File: config.mk
export PLATFORM = sky130hd
export DESIGN_NAME = controlUnit
export DESIGN_NICKNAME = d
export VERILOG_FILES = /design/src/hdl/cuPkg.sv /design/src/hdl/instrDecoder.sv /design/src/hdl/branchTarget.sv /design/src/hdl/controlSequencer.sv /design/src/hdl/controlUnit.sv
export VERILOG_INCLUDE_DIRS = /design/src /design/src/hdl
export SDC_FILE = /design/constraint.sdc
export NUM_CORES = 1
export LEC_CHECK = 0
export BUFFER_PORTS_ARGS = -buffer_cell sky130_fd_sc_hd__buf_4
export CAP_MARGIN = 20
export CORE_MARGIN = 3
export CORE_UTILIZATION = 51
export CTS_CLUSTER_DIAMETER = 40
export DETAILED_ROUTE_END_ITERATION = 16
export GPL_TIMING_DRIVEN = 0
export HOLD_SLACK_MARGIN = 0.12
export PLACE_DENSITY = 0.82
export SYNTH_ARGS = -nofsm -noshare
export SYNTH_HDL_FRONTEND = slang
export SYNTH_SLANG_ARGS = --single-unit
File: constraint.sdc
create_clock -name Clk -period 3.6 [get_ports Clk]
set_input_delay 0.18 -clock Clk [delete_from_list [all_inputs] [get_ports Clk]]
set_output_delay 0.18 -clock Clk [all_outputs]
set_load 0.005 [all_outputs]
File: src/hdl/cu_consts.svh
`ifndef CU_CONSTS_SVH
`define CU_CONSTS_SVH

// Opcodes
`define OP_RTYPE 6'b000000
`define OP_J     6'b000010
`define OP_JAL   6'b000011
`define OP_BEQ   6'b000100
`define OP_BNE   6'b000101
`define OP_ADDI  6'b001000
`define OP_ADDIU 6'b001001
`define OP_SLTI  6'b001010
`define OP_SLTIU 6'b001011
`define OP_ANDI  6'b001100
`define OP_ORI   6'b001101
`define OP_XORI  6'b001110
`define OP_LUI   6'b001111
`define OP_LW    6'b100011
`define OP_SW    6'b101011

// Function codes of the R-type group
`define FN_ADD  6'b100000
`define FN_ADDU 6'b100001
`define FN_SUB  6'b100010
`define FN_SUBU 6'b100011
`define FN_AND  6'b100100
`define FN_OR   6'b100101
`define FN_XOR  6'b100110
`define FN_NOR  6'b100111
`define FN_SLT  6'b101010
`define FN_SLTU 6'b101011

`define RS_HI 25
`define RS_LO 21
`define RT_HI 20
`define RT_LO 16
`define RD_HI 15
`define RD_LO 11
`define REG_W 5

`define OVF_VECTOR 9'd448 // Overflow handler in RAM
`define LINK_REG   5'd31

// Compare selects for the ALU
`define CMP_LT  4'b0000
`define CMP_LTU 4'b0001
`define CMP_EQ  4'b1000
`define CMP_NE  4'b1100

`endif

File: src/hdl/cuPkg.sv
package cuPkg;

	typedef enum logic [4:0] {
		stReset,
		stFetchAddr,
		stFetchReq,
		stFetchWait,
		stLoadIr,
		stDecode,
		stAluExec,
		stOvfCheck,
		stMemAddr,
		stStoreData,
		stMemWait,
		stMdrLoad,
		stWriteBack,
		stBranch,
		stJump,
		stJumpLink
	} cuState_t;

	// What the decoder found, one path per class in the sequencer
	typedef enum logic [3:0] {
		icAluReg,
		icAluRegOvf,
		icAluImm,
		icAluImmOvf,
		icLoad,
		icStore,
		icBranch,
		icJump,
		icJumpLink,
		icInvalid
	} instrClass_t;

	// Codes as the ALU expects them
	typedef enum logic [3:0] {
		aluPass    = 4'b0000,
		aluAdd     = 4'b0001,
		aluAnd     = 4'b0100,
		aluOr      = 4'b0101,
		aluNor     = 4'b0110,
		aluLui     = 4'b1010,
		aluPcInc   = 4'b1011,
		aluXor     = 4'b1100,
		aluCompare = 4'b1101
	} aluOp_t;

	typedef enum logic [1:0] {
		bSelReg = 2'b00, // Register file port B
		bSelImm = 2'b01, // Extended imm16
		bSelMdr = 2'b10,
		bSelPc  = 2'b11  // PC path for fetch and link
	} aluBSel_t;

endpackage

File: src/hdl/instrDecoder.sv
`timescale 1ns/10ps
`include "cu_consts.svh"

module instrDecoder import cuPkg::*; (
	input  logic [31:0]       instruction,
	output instrClass_t       instrClass,
	output logic [`REG_W-1:0] regFileRS,
	output logic [`REG_W-1:0] regFileRT,
	output logic [`REG_W-1:0] regFileRD,
	output aluOp_t            aluOperation,
	output logic [1:0]        aluSign, // Bit 1 signed, bit 0 subtract
	output logic [3:0]        cmpSignal,
	output logic              signExtend
);

	logic [5:0] opcode;
	logic [5:0] functionCode;

	assign opcode = instruction[31:26];
	assign functionCode = instruction[5:0];
	assign regFileRS = instruction[`RS_HI:`RS_LO];
	assign regFileRT = instruction[`RT_HI:`RT_LO];

	always_comb begin
		instrClass = icInvalid;
		aluOperation = aluPass;
		aluSign = 2'b00;
		cmpSignal = `CMP_LT;
		signExtend = 1'b1; // Most imm16 forms are signed
		case (opcode)
			`OP_RTYPE: begin
				instrClass = icAluReg;
				signExtend = 1'b0;
				case (functionCode)
					`FN_ADDU: aluOperation = aluAdd;
					`FN_ADD: begin
						instrClass = icAluRegOvf;
						aluOperation = aluAdd;
						aluSign = 2'b10;
					end
					`FN_SUBU: begin
						aluOperation = aluAdd;
						aluSign = 2'b01;
					end
					`FN_SUB: begin
						instrClass = icAluRegOvf;
						aluOperation = aluAdd;
						aluSign = 2'b11;
					end
					`FN_AND: aluOperation = aluAnd;
					`FN_OR: aluOperation = aluOr;
					`FN_XOR: aluOperation = aluXor;
					`FN_NOR: aluOperation = aluNor;
					`FN_SLT: aluOperation = aluCompare;
					`FN_SLTU: begin
						aluOperation = aluCompare;
						cmpSignal = `CMP_LTU;
					end
					default: instrClass = icInvalid;
				endcase
			end
			`OP_ADDIU: begin
				instrClass = icAluImm;
				aluOperation = aluAdd;
			end
			`OP_ADDI: begin
				instrClass = icAluImmOvf;
				aluOperation = aluAdd;
				aluSign = 2'b10;
			end
			`OP_ANDI, `OP_ORI, `OP_XORI, `OP_LUI: begin
				instrClass = icAluImm;
				signExtend = 1'b0; // Logical immediates are zero extended
				case (opcode)
					`OP_ANDI: aluOperation = aluAnd;
					`OP_ORI: aluOperation = aluOr;
					`OP_XORI: aluOperation = aluXor;
					default: aluOperation = aluLui;
				endcase
			end
			`OP_SLTI, `OP_SLTIU: begin
				instrClass = icAluImm;
				aluOperation = aluCompare;
				cmpSignal = (opcode == `OP_SLTIU) ? `CMP_LTU : `CMP_LT;
			end
			`OP_LW, `OP_SW: begin
				instrClass = (opcode == `OP_LW) ? icLoad : icStore;
				aluOperation = aluAdd; // Base plus offset
			end
			`OP_BEQ, `OP_BNE: begin
				instrClass = icBranch;
				aluOperation = aluCompare;
				cmpSignal = (opcode == `OP_BEQ) ? `CMP_EQ : `CMP_NE;
			end
			`OP_J: instrClass = icJump;
			`OP_JAL: begin
				instrClass = icJumpLink;
				aluOperation = aluPcInc; // Return address into r31
			end
			default: instrClass = icInvalid;
		endcase
	end

	// Destination register
	always_comb begin
		case (instrClass)
			icAluReg, icAluRegOvf: regFileRD = instruction[`RD_HI:`RD_LO];
			icJumpLink: regFileRD = `LINK_REG;
			default: regFileRD = instruction[`RT_HI:`RT_LO];
		endcase
	end

endmodule

File: src/hdl/branchTarget.sv
`timescale 1ns/10ps

module branchTarget import cuPkg::*; (
	input  logic        Clk,
	input  logic        arstN,
	input  logic [31:0] instruction,
	input  logic [31:0] currentPC,
	input  instrClass_t instrClass,
	input  logic        targetLoad,
	input  logic        fetchIssued,
	output logic [31:0] nextPC,
	output logic        pcSourceSel
);

	logic [31:0] branchAddr;
	logic [31:0] jumpAddr;
	logic        jumpPending; // Redirect waiting for the next fetch

	// currentPC already points past the branch
	assign branchAddr = currentPC + {{14{instruction[15]}}, instruction[15:0], 2'b00};
	assign jumpAddr = {currentPC[31:28], instruction[25:0], 2'b00};

	// Steer the PC mux only for the fetch right after the redirect
	assign pcSourceSel = jumpPending & fetchIssued;

	always_ff @(posedge Clk) begin
		if (targetLoad) begin
			nextPC <= (instrClass == icBranch) ? branchAddr : jumpAddr;
		end
	end

	always_ff @(posedge Clk or negedge arstN) begin
		if (!arstN) begin
			jumpPending <= 1'b0;
		end else if (targetLoad) begin
			jumpPending <= 1'b1;
		end else if (fetchIssued) begin
			jumpPending <= 1'b0;
		end
	end

endmodule

File: src/hdl/controlSequencer.sv
`timescale 1ns/10ps
`include "cu_consts.svh"

module controlSequencer import cuPkg::*; (
	input  logic        Clk,
	input  logic        arstN,
	input  instrClass_t instrClass,
	input  logic [3:0]  aluFlags, // Bit 0 is overflow or compare result
	input  logic        ramMFC,
	output logic        clearPC,
	output logic        pcEnable,
	output logic        irEnable,
	output logic        marEnable,
	output logic        mdrEnable,
	output logic        ramMFA,
	output logic        ramRW,
	output logic [8:0]  ramAddress,
	output logic        trapMux,
	output logic        regFileRW,
	output aluBSel_t    aluBSel,
	output logic        mdrSel,
	output logic        targetLoad,
	output logic        fetchIssued
);

	cuState_t state;
	cuState_t nextState;
	logic     trapPending;
	logic     immOperand;
	logic     ovfClass;

	assign immOperand = (instrClass == icAluImm) || (instrClass == icAluImmOvf);
	assign ovfClass = (instrClass == icAluRegOvf) || (instrClass == icAluImmOvf);

	always_ff @(posedge Clk or negedge arstN) begin
		if (!arstN) begin
			state <= stReset;
		end else begin
			state <= nextState;
		end
	end

	// Trap fetch keeps the vector on the bus until memory answers
	always_ff @(posedge Clk or negedge arstN) begin
		if (!arstN) begin
			trapPending <= 1'b0;
		end else if (state == stOvfCheck && aluFlags[0]) begin
			trapPending <= 1'b1;
		end else if (state == stFetchWait && ramMFC) begin
			trapPending <= 1'b0;
		end
	end

	always_comb begin
		nextState = state;
		clearPC = 1'b0;
		pcEnable = 1'b0;
		irEnable = 1'b0;
		marEnable = 1'b0;
		mdrEnable = 1'b0;
		ramMFA = 1'b0;
		ramRW = 1'b0;
		trapMux = 1'b0;
		regFileRW = 1'b0;
		aluBSel = bSelReg;
		mdrSel = 1'b0;
		targetLoad = 1'b0;
		fetchIssued = 1'b0;
		case (state)
			stReset: begin
				clearPC = 1'b1;
				nextState = stFetchAddr;
			end
			stFetchAddr: begin
				marEnable = 1'b1; // PC into MAR
				aluBSel = bSelPc;
				nextState = stFetchReq;
			end
			stFetchReq: begin
				pcEnable = 1'b1;
				ramMFA = 1'b1;
				fetchIssued = 1'b1;
				aluBSel = bSelPc;
				nextState = stFetchWait;
			end
			stFetchWait: begin
				ramMFA = 1'b1;
				trapMux = trapPending;
				if (ramMFC) begin
					nextState = stLoadIr;
				end
			end
			stLoadIr: begin
				irEnable = 1'b1;
				nextState = stDecode;
			end
			stDecode: begin
				case (instrClass)
					icAluReg, icAluRegOvf, icAluImm, icAluImmOvf: nextState = stAluExec;
					icLoad, icStore: nextState = stMemAddr;
					icBranch: nextState = stBranch;
					icJump: nextState = stJump;
					icJumpLink: nextState = stJumpLink;
					default: nextState = stFetchAddr; // Unknown code, fetch again
				endcase
			end
			stAluExec: begin
				aluBSel = immOperand ? bSelImm : bSelReg;
				if (ovfClass) begin
					nextState = stOvfCheck;
				end else begin
					regFileRW = 1'b1;
					nextState = stFetchAddr;
				end
			end
			stOvfCheck: begin
				aluBSel = immOperand ? bSelImm : bSelReg;
				if (aluFlags[0]) begin
					trapMux = 1'b1;
					ramMFA = 1'b1;
					nextState = stFetchWait;
				end else begin
					regFileRW = 1'b1;
					nextState = stFetchAddr;
				end
			end
			stMemAddr: begin
				marEnable = 1'b1;
				aluBSel = bSelImm;
				nextState = (instrClass == icStore) ? stStoreData : stMemWait;
			end
			stStoreData: begin
				mdrEnable = 1'b1; // rt through the ALU into MDR
				nextState = stMemWait;
			end
			stMemWait: begin
				ramMFA = 1'b1;
				ramRW = (instrClass == icStore);
				if (ramMFC) begin
					nextState = (instrClass == icStore) ? stFetchAddr : stMdrLoad;
				end
			end
			stMdrLoad: begin
				mdrEnable = 1'b1;
				mdrSel = 1'b1; // Capture RAM data
				nextState = stWriteBack;
			end
			stWriteBack: begin
				regFileRW = 1'b1;
				aluBSel = bSelMdr;
				nextState = stFetchAddr;
			end
			stBranch: begin
				targetLoad = aluFlags[0]; // Taken
				nextState = stFetchAddr;
			end
			stJump: begin
				targetLoad = 1'b1;
				nextState = stFetchAddr;
			end
			stJumpLink: begin
				targetLoad = 1'b1;
				regFileRW = 1'b1;
				aluBSel = bSelPc;
				nextState = stFetchAddr;
			end
			default: nextState = stReset;
		endcase
		ramAddress = trapMux ? `OVF_VECTOR : 9'd0;
	end

endmodule

File: src/hdl/controlUnit.sv
`timescale 1ns/10ps
`include "cu_consts.svh"

module controlUnit import cuPkg::*; (
	input  logic              Clk,
	input  logic              arstN,
	input  logic [31:0]       instruction,
	input  logic [31:0]       currentPC,
	input  logic [3:0]        aluFlags,
	input  logic              ramMFC,
	output logic [`REG_W-1:0] regFileRS,
	output logic [`REG_W-1:0] regFileRT,
	output logic [`REG_W-1:0] regFileRD,
	output aluOp_t            aluOperation,
	output logic [1:0]        aluSign,
	output logic [3:0]        cmpSignal,
	output logic              signExtend,
	output logic [31:0]       nextPC,
	output logic              pcSourceSel,
	output logic              clearPC,
	output logic              pcEnable,
	output logic              irEnable,
	output logic              marEnable,
	output logic              mdrEnable,
	output logic              ramMFA,
	output logic              ramRW,
	output logic [8:0]        ramAddress,
	output logic              trapMux,
	output logic              regFileRW,
	output aluBSel_t          aluBSel,
	output logic              mdrSel
);

	instrClass_t instrClass;
	logic        targetLoad;
	logic        fetchIssued; // Consumes a pending redirect

	instrDecoder decoder (
		.instruction(instruction),
		.instrClass(instrClass),
		.regFileRS(regFileRS),
		.regFileRT(regFileRT),
		.regFileRD(regFileRD),
		.aluOperation(aluOperation),
		.aluSign(aluSign),
		.cmpSignal(cmpSignal),
		.signExtend(signExtend)
	);

	branchTarget target (
		.Clk(Clk),
		.arstN(arstN),
		.instruction(instruction),
		.currentPC(currentPC),
		.instrClass(instrClass),
		.targetLoad(targetLoad),
		.fetchIssued(fetchIssued),
		.nextPC(nextPC),
		.pcSourceSel(pcSourceSel)
	);

	controlSequencer sequencer (
		.Clk(Clk),
		.arstN(arstN),
		.instrClass(instrClass),
		.aluFlags(aluFlags),
		.ramMFC(ramMFC),
		.clearPC(clearPC),
		.pcEnable(pcEnable),
		.irEnable(irEnable),
		.marEnable(marEnable),
		.mdrEnable(mdrEnable),
		.ramMFA(ramMFA),
		.ramRW(ramRW),
		.ramAddress(ramAddress),
		.trapMux(trapMux),
		.regFileRW(regFileRW),
		.aluBSel(aluBSel),
		.mdrSel(mdrSel),
		.targetLoad(targetLoad),
		.fetchIssued(fetchIssued)
	);

endmodule

=== Word level (Yosys, flattened, before mapping) ===
Memory sizes are Yosys's and may differ from the RTL's.
Cells that the tools add are included.

* Bits in registers: 39
* Memories kept: 1
* Input bits: 71
* Output and inout port bits: 80
* Word-level logic and storage cells: 129
* Memory bits (read-only): 64

* $add $sub $neg: 1
* Bitwise gates (word level): 1
* Equality and inequality tests: 47
* Reduce and logical (&&, ||, !) cells: 31
* Muxes and demuxes: 43

{| class="wikitable"
|+ Memory list
! memory !! depth !! width !! rd ports !! clocked after Yosys merged registers in !! wr ports !! line !! source
|-
| (no name shown) || 16 || 4 || 1 || 0 || 0 || controlSequencer.sv:98 || <nowiki>case (instrClass)</nowiki>
|}

{| class="wikitable"
|+ Operators with widths
! operator !! number
|-
| == test 6 bit, second input constant || 12
|-
| case mux 5 bit (12 select lines) || 1
|-
| == test 6 x 4 -> 1 bit, second input constant || 8
|-
| == test 5 x 4 -> 1 bit, second input constant || 8
|-
| adder 32 bit || 1
|-
| two-way mux 32 bit || 1
|-
| case mux 4 bit (7 select lines) || 1
|-
| case mux 4 bit (3 select lines) || 2
|-
| case mux 4 bit (6 select lines) || 1
|-
| OR reduction 2 bit || 11
|-
| == test 5 x 3 -> 1 bit, second input constant || 4
|-
| case mux 4 bit (5 select lines) || 1
|-
| two-way mux 1 bit || 19
|-
| OR reduction 4 bit || 4
|-
| == test 6 x 2 -> 1 bit, second input constant || 2
|-
| == test 6 x 3 -> 1 bit, second input constant || 2
|-
| == test 5 x 2 -> 1 bit, second input constant || 2
|-
| two-way mux 5 bit || 2
|-
| case mux 5 bit (2 select lines) || 1
|-
| OR reduction 5 bit || 2
|-
| two-way mux 9 bit || 1
|-
| == test 4 x 2 -> 1 bit, second input constant || 2
|-
| == test 4 x 3 -> 1 bit, second input constant || 2
|-
| case mux 2 bit (4 select lines) || 1
|-
| other kinds (23) || 32
|}

=== Depth between registers and ports, before layout ===
Gate-level depths: netlist of run 1.

* Depth after elaboration: 8
* Gate-level depth with buffers: 11
* Depth with buffers taken out: 11

=== Hierarchy ===
From an unflattened synthesis of run 1, not the netlist that was laid out.

* Cells, all modules: 544
* Area, all modules: 4337.9 um^2

{| class="wikitable"
|+ Modules (own cells, without submodules)
! module !! times used !! area an instance (um^2) !! sequential area each (um^2) !! cells each
|-
| branchTarget || 1 || 2979.1 || 985.9 || 327
|-
| controlSequencer || 1 || 699.4 || 125.1 || 103
|-
| instrDecoder || 1 || 659.4 || 0.0 || 114
|}

=== Least setup slack after synthesis of run 1 ===
Ideal clock, no wire load.

* Path kind: register to register
* Start: register sequencer.state[1]
* End: register target.nextPC[0], enable pin
* Buffers on the path: 2
* Cell stages (with the launch flop): 5
* Slack: 917 ps
* Setup time: 421 ps
* Clock period less this slack: 2683 ps
* Arrival time: 2262 ps
* Cells stage by stage: dfrtp_1 clkbuf_1 clkbuf_1 a21oi_1 nor2_1

* Longest elaborated chain between the ends: 3
* Elaborated cells between the ends (all ways): 5

{| class="wikitable"
|+ Ends and longest elaborated chain
! item !! line !! source
|-
| from (decl) || controlSequencer.sv:26 || <nowiki>cuState_t state;</nowiki>
|-
| from (signal assigned) || controlSequencer.sv:37 || <nowiki>state <= stReset;</nowiki>
|-
| from (signal assigned) || controlSequencer.sv:39 || <nowiki>state <= nextState;</nowiki>
|-
| == test 5 x 4 -> 1 bit || controlSequencer.sv:69 || <nowiki>case (state)</nowiki>
|-
| OR reduction 2 bit (no source line) || - ||
|-
| case mux 1 bit (2 select lines) * || controlSequencer.sv:69 ||
|-
| via sequencer.targetLoad || controlSequencer.sv:22 || <nowiki>output logic targetLoad,</nowiki>
|-
| to (signal assigned) || branchTarget.sv:28 || <nowiki>nextPC <= (instrClass == icBranch) ? branchAddr : jumpAddr;</nowiki>
|-
| to (decl) || branchTarget.sv:11 || <nowiki>output logic [31:0] nextPC,</nowiki>
|}

Mark *: on every way through the listed nets, which the timed path passes. The rest lies on a longest branch.
A chain may end at the register's enable or synchronous reset.

=== Final worst setup path of run 1 ===
* Start: input instruction[0]
* End: register target.nextPC[30], data pin

* Longest elaborated chain between the ends: 6
* Elaborated cells between the ends (all ways): 17

{| class="wikitable"
|+ Ends and longest elaborated chain
! item !! line !! source
|-
| from (decl) || controlUnit.sv:7 || <nowiki>input logic [31:0] instruction,</nowiki>
|-
| == test 6 bit || instrDecoder.sv:34 || <nowiki>case (functionCode)</nowiki>
|-
| OR reduction 8 bit (no source line) / OR reduction 2 bit (equally long branches) || - ||
|-
| case mux 4 bit (2 select lines) || instrDecoder.sv:34 ||
|-
| case mux 4 bit (7 select lines) || instrDecoder.sv:30 || <nowiki>case (opcode)</nowiki>
|-
| == test 4 x 3 -> 1 bit || branchTarget.sv:28 ||
|-
| two-way mux 32 bit * || branchTarget.sv:28 ||
|}

Mark *: on every way between the ends. The rest lies on a longest branch, timed or not.

==> results.cfg, run 1 <==
[outcome]
status = completed

[final_layout]
post-route-util = 0.716
areaGrowthSynthToFinish_pct = 32.2
nNetsFinal = 757
filler_cell_count = 630
antenna_cells_inserted = 0
final_layout_size_suffix_gt1_frac = 0.286

[route]
vias_per_std_cell = 5.92
vias = 4474
detail_route.wirelength_mm = 12.7
detailedRoute.firstPassIterationCount = 5
detail_route.drc_violations = 0
final_antenna_net_count = 0
dr.first_iter.drc_count = 357
wl_per_cell_um = 16.9

[logic_synthesis]
synth.avg_cell_area_um2 = 8.00
number_of_flip_flops_and_latches_in_the_synthesized_netlist = 38
synth.lib_cells_used.distinct = 69
synth_enable_flop_cells = 32
syn_inst = 504
yosysWarningCount = 0
synthArstFlopShare = 0.158
synthDominantCellAreaShare = 0.238
most_instantiated_library_cell_after_synthesis = sky130_fd_sc_hd__nand2_1
synth_common_cells = sky130_fd_sc_hd__nand2_1 (64), sky130_fd_sc_hd__o21ai_0 (42), sky130_fd_sc_hd__nor2_1 (37)
synth.top_cells.by_area = sky130_fd_sc_hd__edfxtp_1 (24%), sky130_fd_sc_hd__ha_1 (9.0%), sky130_fd_sc_hd__nand2_1 (6.0%), sky130_fd_sc_hd__o21ai_0 (5.2%), sky130_fd_sc_hd__a21oi_1 (4.1%)
postSynth.topFlopCell = sky130_fd_sc_hd__edfxtp_1
synthesis.area_mm2 = 0.00403
synth.largest_area_cell = sky130_fd_sc_hd__edfxtp_1
synth-seq-area-share = 0.275

[clock_tree]
ctsRootBufferMaster = sky130_fd_sc_hd__clkbuf_8
cts_setup_buffers = 0
clock_insertion_delay_worst_skew_ps = 290
cts_tree = yes
htree_num_levels = 2
cts.clk_slew.worst_paths_ps = 90
maximum_number_of_buffers_from_clock_root_to_sink = 2
numClockSinks = 38
numCtsBuffers = 5

[place]
pre_cts_slack_ps = 773
place.gp.congestion = 0.966
dp.final_hpwl_mm = 10.1
buffer_ports.inserted = 137

[critical_path]
critical_path.max_stage_delay_ps = 400
r2r_cells = 5
start_kind = input pin
cp_data_required_time_ps = 3640
cp_max_fo = 7
crit_family = compound AO/OA/AOI/OAI gates
regToRegStartpoint = sequencer.state[1]$_DFFE_PN0P_
cp_cell_sequence = buf_4 -> ha_1 -> inv_1 -> fa_1 -> nand2b_1 -> a211oi_1 -> o21ai_0 -> a31oi_1 -> a211o_1 -> o31a_1 -> xnor2_1 -> o21ai_1
reg2reg_to = target.nextPC[6]$_DFFE_PP_
cp_slowest_cell = sky130_fd_sc_hd__fa_1
arrival_ps = 2530
reg2reg_slack_ps = 1800
path_buf_inv = 2
worst-setup-path-type = in2reg
crit_path_capture_type = flip-flop

[die]
floorplan.die.height_um = 94.9
boundaryPins = 151
die_w_um = 94.9
starting_utilization_of_the_core_area = 0.542
coreArea_mm2 = 0.00745
dieArea_mm2 = 0.00901
row_count = 31

[global_routing]
number_of_antenna_violations_at_the_first_check_in_global_routing = 0
first_global_vias = 4279
grt_start_max_net_pins = 33
global_route.usage.total = 0.284
global_route.overflow_total = 0
first_pass_grt_wire_length_mm = 20.4

[power_and_ir_drop]
total_power_w = 0.00189
irDropWorstVdd_mv = 0.160
cellPowerDensity_mw_per_mm2 = 355
p_leak_nw = 2.42

[sta]
finalClockSkew_ps = 9.44
worst_pin_slew_ps = 596
setup_repair_after_global_routing_missed_its_margin = false
finalCritPeriodShare = 0.693
layout_min_cycle_time_ps = 2500
final_setup_vio_count = 0
max_clock_freq_mhz = 401
final-hold-violation-count = 0
postLayoutSetupSlackWorst_ps = 1100
whs_ps = 166
timing.final.max_slew_violations = 0
maxSlewHeadroom = 0.592

[worst_hold_path]
hold_end = target.nextPC[1]$_SDFFCE_PP0P_
hold_crit_depth = 2
hold_start = currentPC[1]
timing.hold.worst.class = in2reg

[flow_run]
maxCapViolCount = 0
## state kept, by name, indices dropped and copies added (netlist names)
name,flops
sequencer.trapPending,1
sequencer.state,4
target.jumpPending,1
target.nextPC,32
## layout by cell type (no fill, tap or decap), drive strengths merged, types with 4 or more instances in the layout
| master | n |
|---|---|
| a211oi | 8 |
| a21boi | 6 |
| a21o | 13 |
| a21oi | 36 |
| a221o | 6 |
| a31oi | 6 |
| and2 | 7 |
| buf | 164 |
| clkbuf | 22 |
| conb | 7 |
| dfrtp | 6 |
| edfxtp | 32 |
| ha | 29 |
| inv | 19 |
| nand2 | 65 |
| nand2b | 14 |
| nand3 | 15 |
| nor2 | 38 |
| nor2b | 6 |
| nor3 | 12 |
| nor3b | 4 |
| nor4 | 6 |
| o21ai | 46 |
| o22ai | 5 |
| o31ai | 8 |
| or2 | 5 |
| or3 | 7 |
| xnor2 | 12 |
| xor2 | 7 |
## timing repair
item | in CTS | in global routing
gates resized for setup | 0 | 0
endpoints found under the hold margin | 6 | 0
hold buffers | 1 | 0
## logic make-up after synthesis
kind of cell | synth area share
AO/OA/AOI/OAI | 0.265
multiplexers | 0.00496
flip-flops | 0.275
buffers and inverters | 0.0794
other | 0.000930
adder cells (fa/ha/maj) | 0.0949
XOR/XNOR | 0.0413
AND/OR/NAND/NOR | 0.239
## metrics by stage
stage | cells | cell area, um2 | TNS (ps)
global placement | 746 | 5210 | -718
CTS | 756 | 5330 | 0
floorplan | 510 | 4060 | 0
global route | 756 | 5330 | 0
detailed placement | 747 | 5240 | 0
finish | 756 | 5330 | 0
## how the worst max path moves through the flow
stage | from | end | slack (ps) | depth (start not counted)
global placement | sequencer.state[1]$_DFFE_PN0P_ | target.nextPC[6]$_DFFE_PP_ | -20 | 4
global route | instruction[15] | target.nextPC[30]$_DFFE_PP_ | 810 | 11
detailed placement | instruction[0] | target.nextPC[30]$_DFFE_PP_ | 770 | 12
CTS | instruction[0] | target.nextPC[30]$_DFFE_PP_ | 1090 | 12
floorplan | sequencer.state[1]$_DFFE_PN0P_ | target.nextPC[0]$_SDFFCE_PP0P_ | 920 | 4
finish | instruction[0] | target.nextPC[30]$_DFFE_PP_ | 1100 | 12
## area by class of cell
type	instances	area [um2]	share of cell area
multi-input cells	410	2630	0.494
flip-flops and latches	38	1110	0.208
repair buffers	139	1060	0.199
plain buffers	43	249	0.0467
well taps	99	124	0.0232
inverters	19	71.3	0.0134
clock buffers	5	68.8	0.0129
clock inverters	3	16.3	0.00305
## power by group
part / switching, W / internal (W) / total, W
clock: 0.000165 / 0.000133 / 0.000298
sequential: 0.0000407 / 0.000547 / 0.000588
combinational: 0.000535 / 0.000470 / 0.00100
total: 0.000740 / 0.00115 / 0.00189
## routing by layer
| layer | wire length, um | GRT usage | vias to the layer above |
|---|---|---|---|
| met5 | 0 | 0 | - |
| met4 | 223 | 0.0829 | 0 |
| met3 | 1070 | 0.0430 | 20 |
| met2 | 6220 | 0.490 | 238 |
| met1 | 5230 | 0.366 | 2085 |
| li1 | - | - | 2131 |
(Power assumes the default switching activity.)
==> inputs of run 2 (changes only) <==
- clock period: 3.6 -> 2.45 ns (I/O delays scaled with it)
==> results.cfg, run 2 (same netlist as run 1, synthesis figures left out) <==
[place]
buffer_ports.inserted = 137
dp.final_hpwl_mm = 9.94
place.gp.congestion = 0.923

[clock_tree]
clock_insertion_delay_worst_skew_ps = 290
maximum_number_of_buffers_from_clock_root_to_sink = 2
numCtsBuffers = 5
numClockSinks = 38
cts.clk_slew.worst_paths_ps = 90
cts_tree = yes
ctsRootBufferMaster = sky130_fd_sc_hd__clkbuf_8
htree_num_levels = 2

[power_and_ir_drop]
total_power_w = 0.00279
p_leak_nw = 2.45
part_of_the_total_power_dissipated_in_sequential_elements = 0.310
netSwitchingFraction = 0.390
clockPowerShare = 0.154
power.switching_w = 0.00109
cellPowerDensity_mw_per_mm2 = 515
combPwrFrac = 0.536
internal_power_w = 0.00170
irDropWorstVdd_mv = 0.260

[critical_path]
reg2reg_slack_ps = 630
cp_max_fo = 7
cp_data_required_time_ps = 2470
critical-path-top-cell-by-count = sky130_fd_sc_hd__buf_4
worst-setup-path-type = in2reg
arrival_ps = 2390
cp_cell_sequence = buf_4 -> ha_2 -> inv_1 -> fa_1 -> nand2b_1 -> a211oi_2 -> o21ai_1 -> a31oi_2 -> buf_4 -> nand4_1 -> nand2_1 -> xnor2_1 -> o21ai_0
cp_slowest_cell = sky130_fd_sc_hd__fa_1
crit_path_capture_type = flip-flop
r2r_cells = 5
regToRegStartpoint = sequencer.state[1]$_DFFE_PN0P_
critical_path.max_stage_delay_ps = 400
reg2reg_to = target.nextPC[8]$_DFFE_PP_
start_kind = input pin

[sta]
maxSlewHeadroom = 0.594
timing.final.max_slew_violations = 0
final_setup_vio_count = 0
timing.setup.tns_ps = 0
max_clock_freq_mhz = 423
worst_pin_slew_ps = 609
finalClockSkew_ps = 9.07
layout_min_cycle_time_ps = 2370
final-hold-violation-count = 0
finalCritPeriodShare = 0.966

[route]
detail_route.drc_violations = 0
detail_route.wirelength_mm = 12.7
dr.first_iter.drc_count = 332
final_antenna_net_count = 0
wl_per_cell_um = 16.7
vias_per_std_cell = 5.87
vias = 4461
detailedRoute.firstPassIterationCount = 5

[global_routing]
global_route.overflow_total = 0
grt_start_max_net_pins = 33
first_pass_grt_wire_length_mm = 19.4
first_global_vias = 4053
number_of_antenna_violations_at_the_first_check_in_global_routing = 0
global_route.usage.total = 0.270

[final_layout]
post-route-util = 0.726
areaGrowthSynthToFinish_pct = 34.1
antenna_cells_inserted = 0
regArea_mm2 = 0.00111
layout_top_registers = target.nextPC: 32 flops, sequencer.state: 4 flops
number_of_flip_flops_in_the_largest_register = 32
mostFrequentLayoutCells = sky130_fd_sc_hd__buf_4 (160), sky130_fd_sc_hd__nand2_1 (64), sky130_fd_sc_hd__o21ai_0 (40)
multi_input_comb_area_mm2 = 0.00267
filler_cell_count = 630
largest_register = target.nextPC
mostFrequentLayoutCell = sky130_fd_sc_hd__buf_4
nNetsFinal = 762
final_layout_size_suffix_gt1_frac = 0.298

[worst_hold_path]
hold_end = target.nextPC[28]$_DFFE_PP_
hold_crit_depth = 3
timing.hold.worst.class = in2reg
hold_start = currentPC[28]

[die]
starting_utilization_of_the_core_area = 0.542
row_count = 31
floorplan.die.height_um = 94.9
die_w_um = 94.9
dieArea_mm2 = 0.00901
boundaryPins = 151
coreArea_mm2 = 0.00745

[outcome]
status = completed

[flow_run]
maxCapViolCount = 0
==> run 2: changes by cell type in the layout (fill, tap and decap cells not counted), sizes merged <==
| cell | before | now |
|---|---|---|
| clkbuf | 22 | 21 |
| dlygate4sd3 | 1 | 4 |
| buf | 164 | 167 |
| clkinvlp | 1 | 0 |
==> run 2: metal layers <==
layer | track usage | vias up | share of wire
met5 | 0 | - | 0
met4 | 0.0553 | 0 | 0.016
met3 | 0.0390 | 22 | 0.078
met2 | 0.452 | 210 | 0.48
met1 | 0.372 | 2092 | 0.42
li1 | - | 2137 | -
==> run 2: area by class of cell <==
| type | count | area share |
|---|---|---|
| Timing Repair Buffer | 145 | 0.205 |
| Buffer | 42 | 0.0453 |
| Inverter | 19 | 0.0132 |
| Multi-Input combinational cell | 410 | 0.493 |
| Clock buffer | 5 | 0.0127 |
| Tap cell | 99 | 0.0229 |
| Sequential cell | 38 | 0.205 |
| Clock inverter | 2 | 0.00185 |
==> run 2: worst max path at each step <==
stage | from | endpoint | depth (start not counted)
floorplan | instruction[9] | target.nextPC[29]$_DFFE_PP_ | 10
global placement | sequencer.state[1]$_DFFE_PN0P_ | target.nextPC[6]$_DFFE_PP_ | 4
detailed placement | instruction[0] | target.nextPC[30]$_DFFE_PP_ | 12
CTS | instruction[0] | target.nextPC[30]$_DFFE_PP_ | 12
global route | instruction[0] | target.nextPC[26]$_DFFE_PP_ | 13
finish | instruction[0] | target.nextPC[26]$_DFFE_PP_ | 13
==> run 2: critical path, delay by kind of cell <==
kind            cells  cell delay (ps)
compound gates      4              800
xor+xnor            1              120
fa+ha+maj           2              610
buf+inv             3              360
simple gates        3              400
==> run 2: through the flow <==
step	cell area (um2)	hold slack (ps)	worst slack, ps	cells
after global placement	5210	-67.0	-350	746
after floorplan	4060	-173	165	510
after global routing	5410	136	-24.0	760
after CTS	5360	121	44.8	758
after detailed placement	5240	-63.4	-361	747
final	5410	121	84.2	760
==> run 2: repair_timing <==
action	in CTS	in global routing
setup endpoints to repair	1	7
cloned	0	0
resized for setup	1	8
endpoints found under the hold margin	9	0
hold buffers	4	0
pin swaps	0	4
setup buffers	0	3
==> run 2: power by group through the flow <==
stage | Clock (W) | Combinational (W) | Sequential (W)
after detailed placement | 0 | 0.00146 | 0.000874
after global routing | 0.000461 | 0.00164 | 0.000873
after global placement | 0 | 0.00141 | 0.000875
after CTS | 0.000431 | 0.00147 | 0.000862
after floorplan | 0 | 0.000899 | 0.000865
final | 0.000429 | 0.00149 | 0.000864
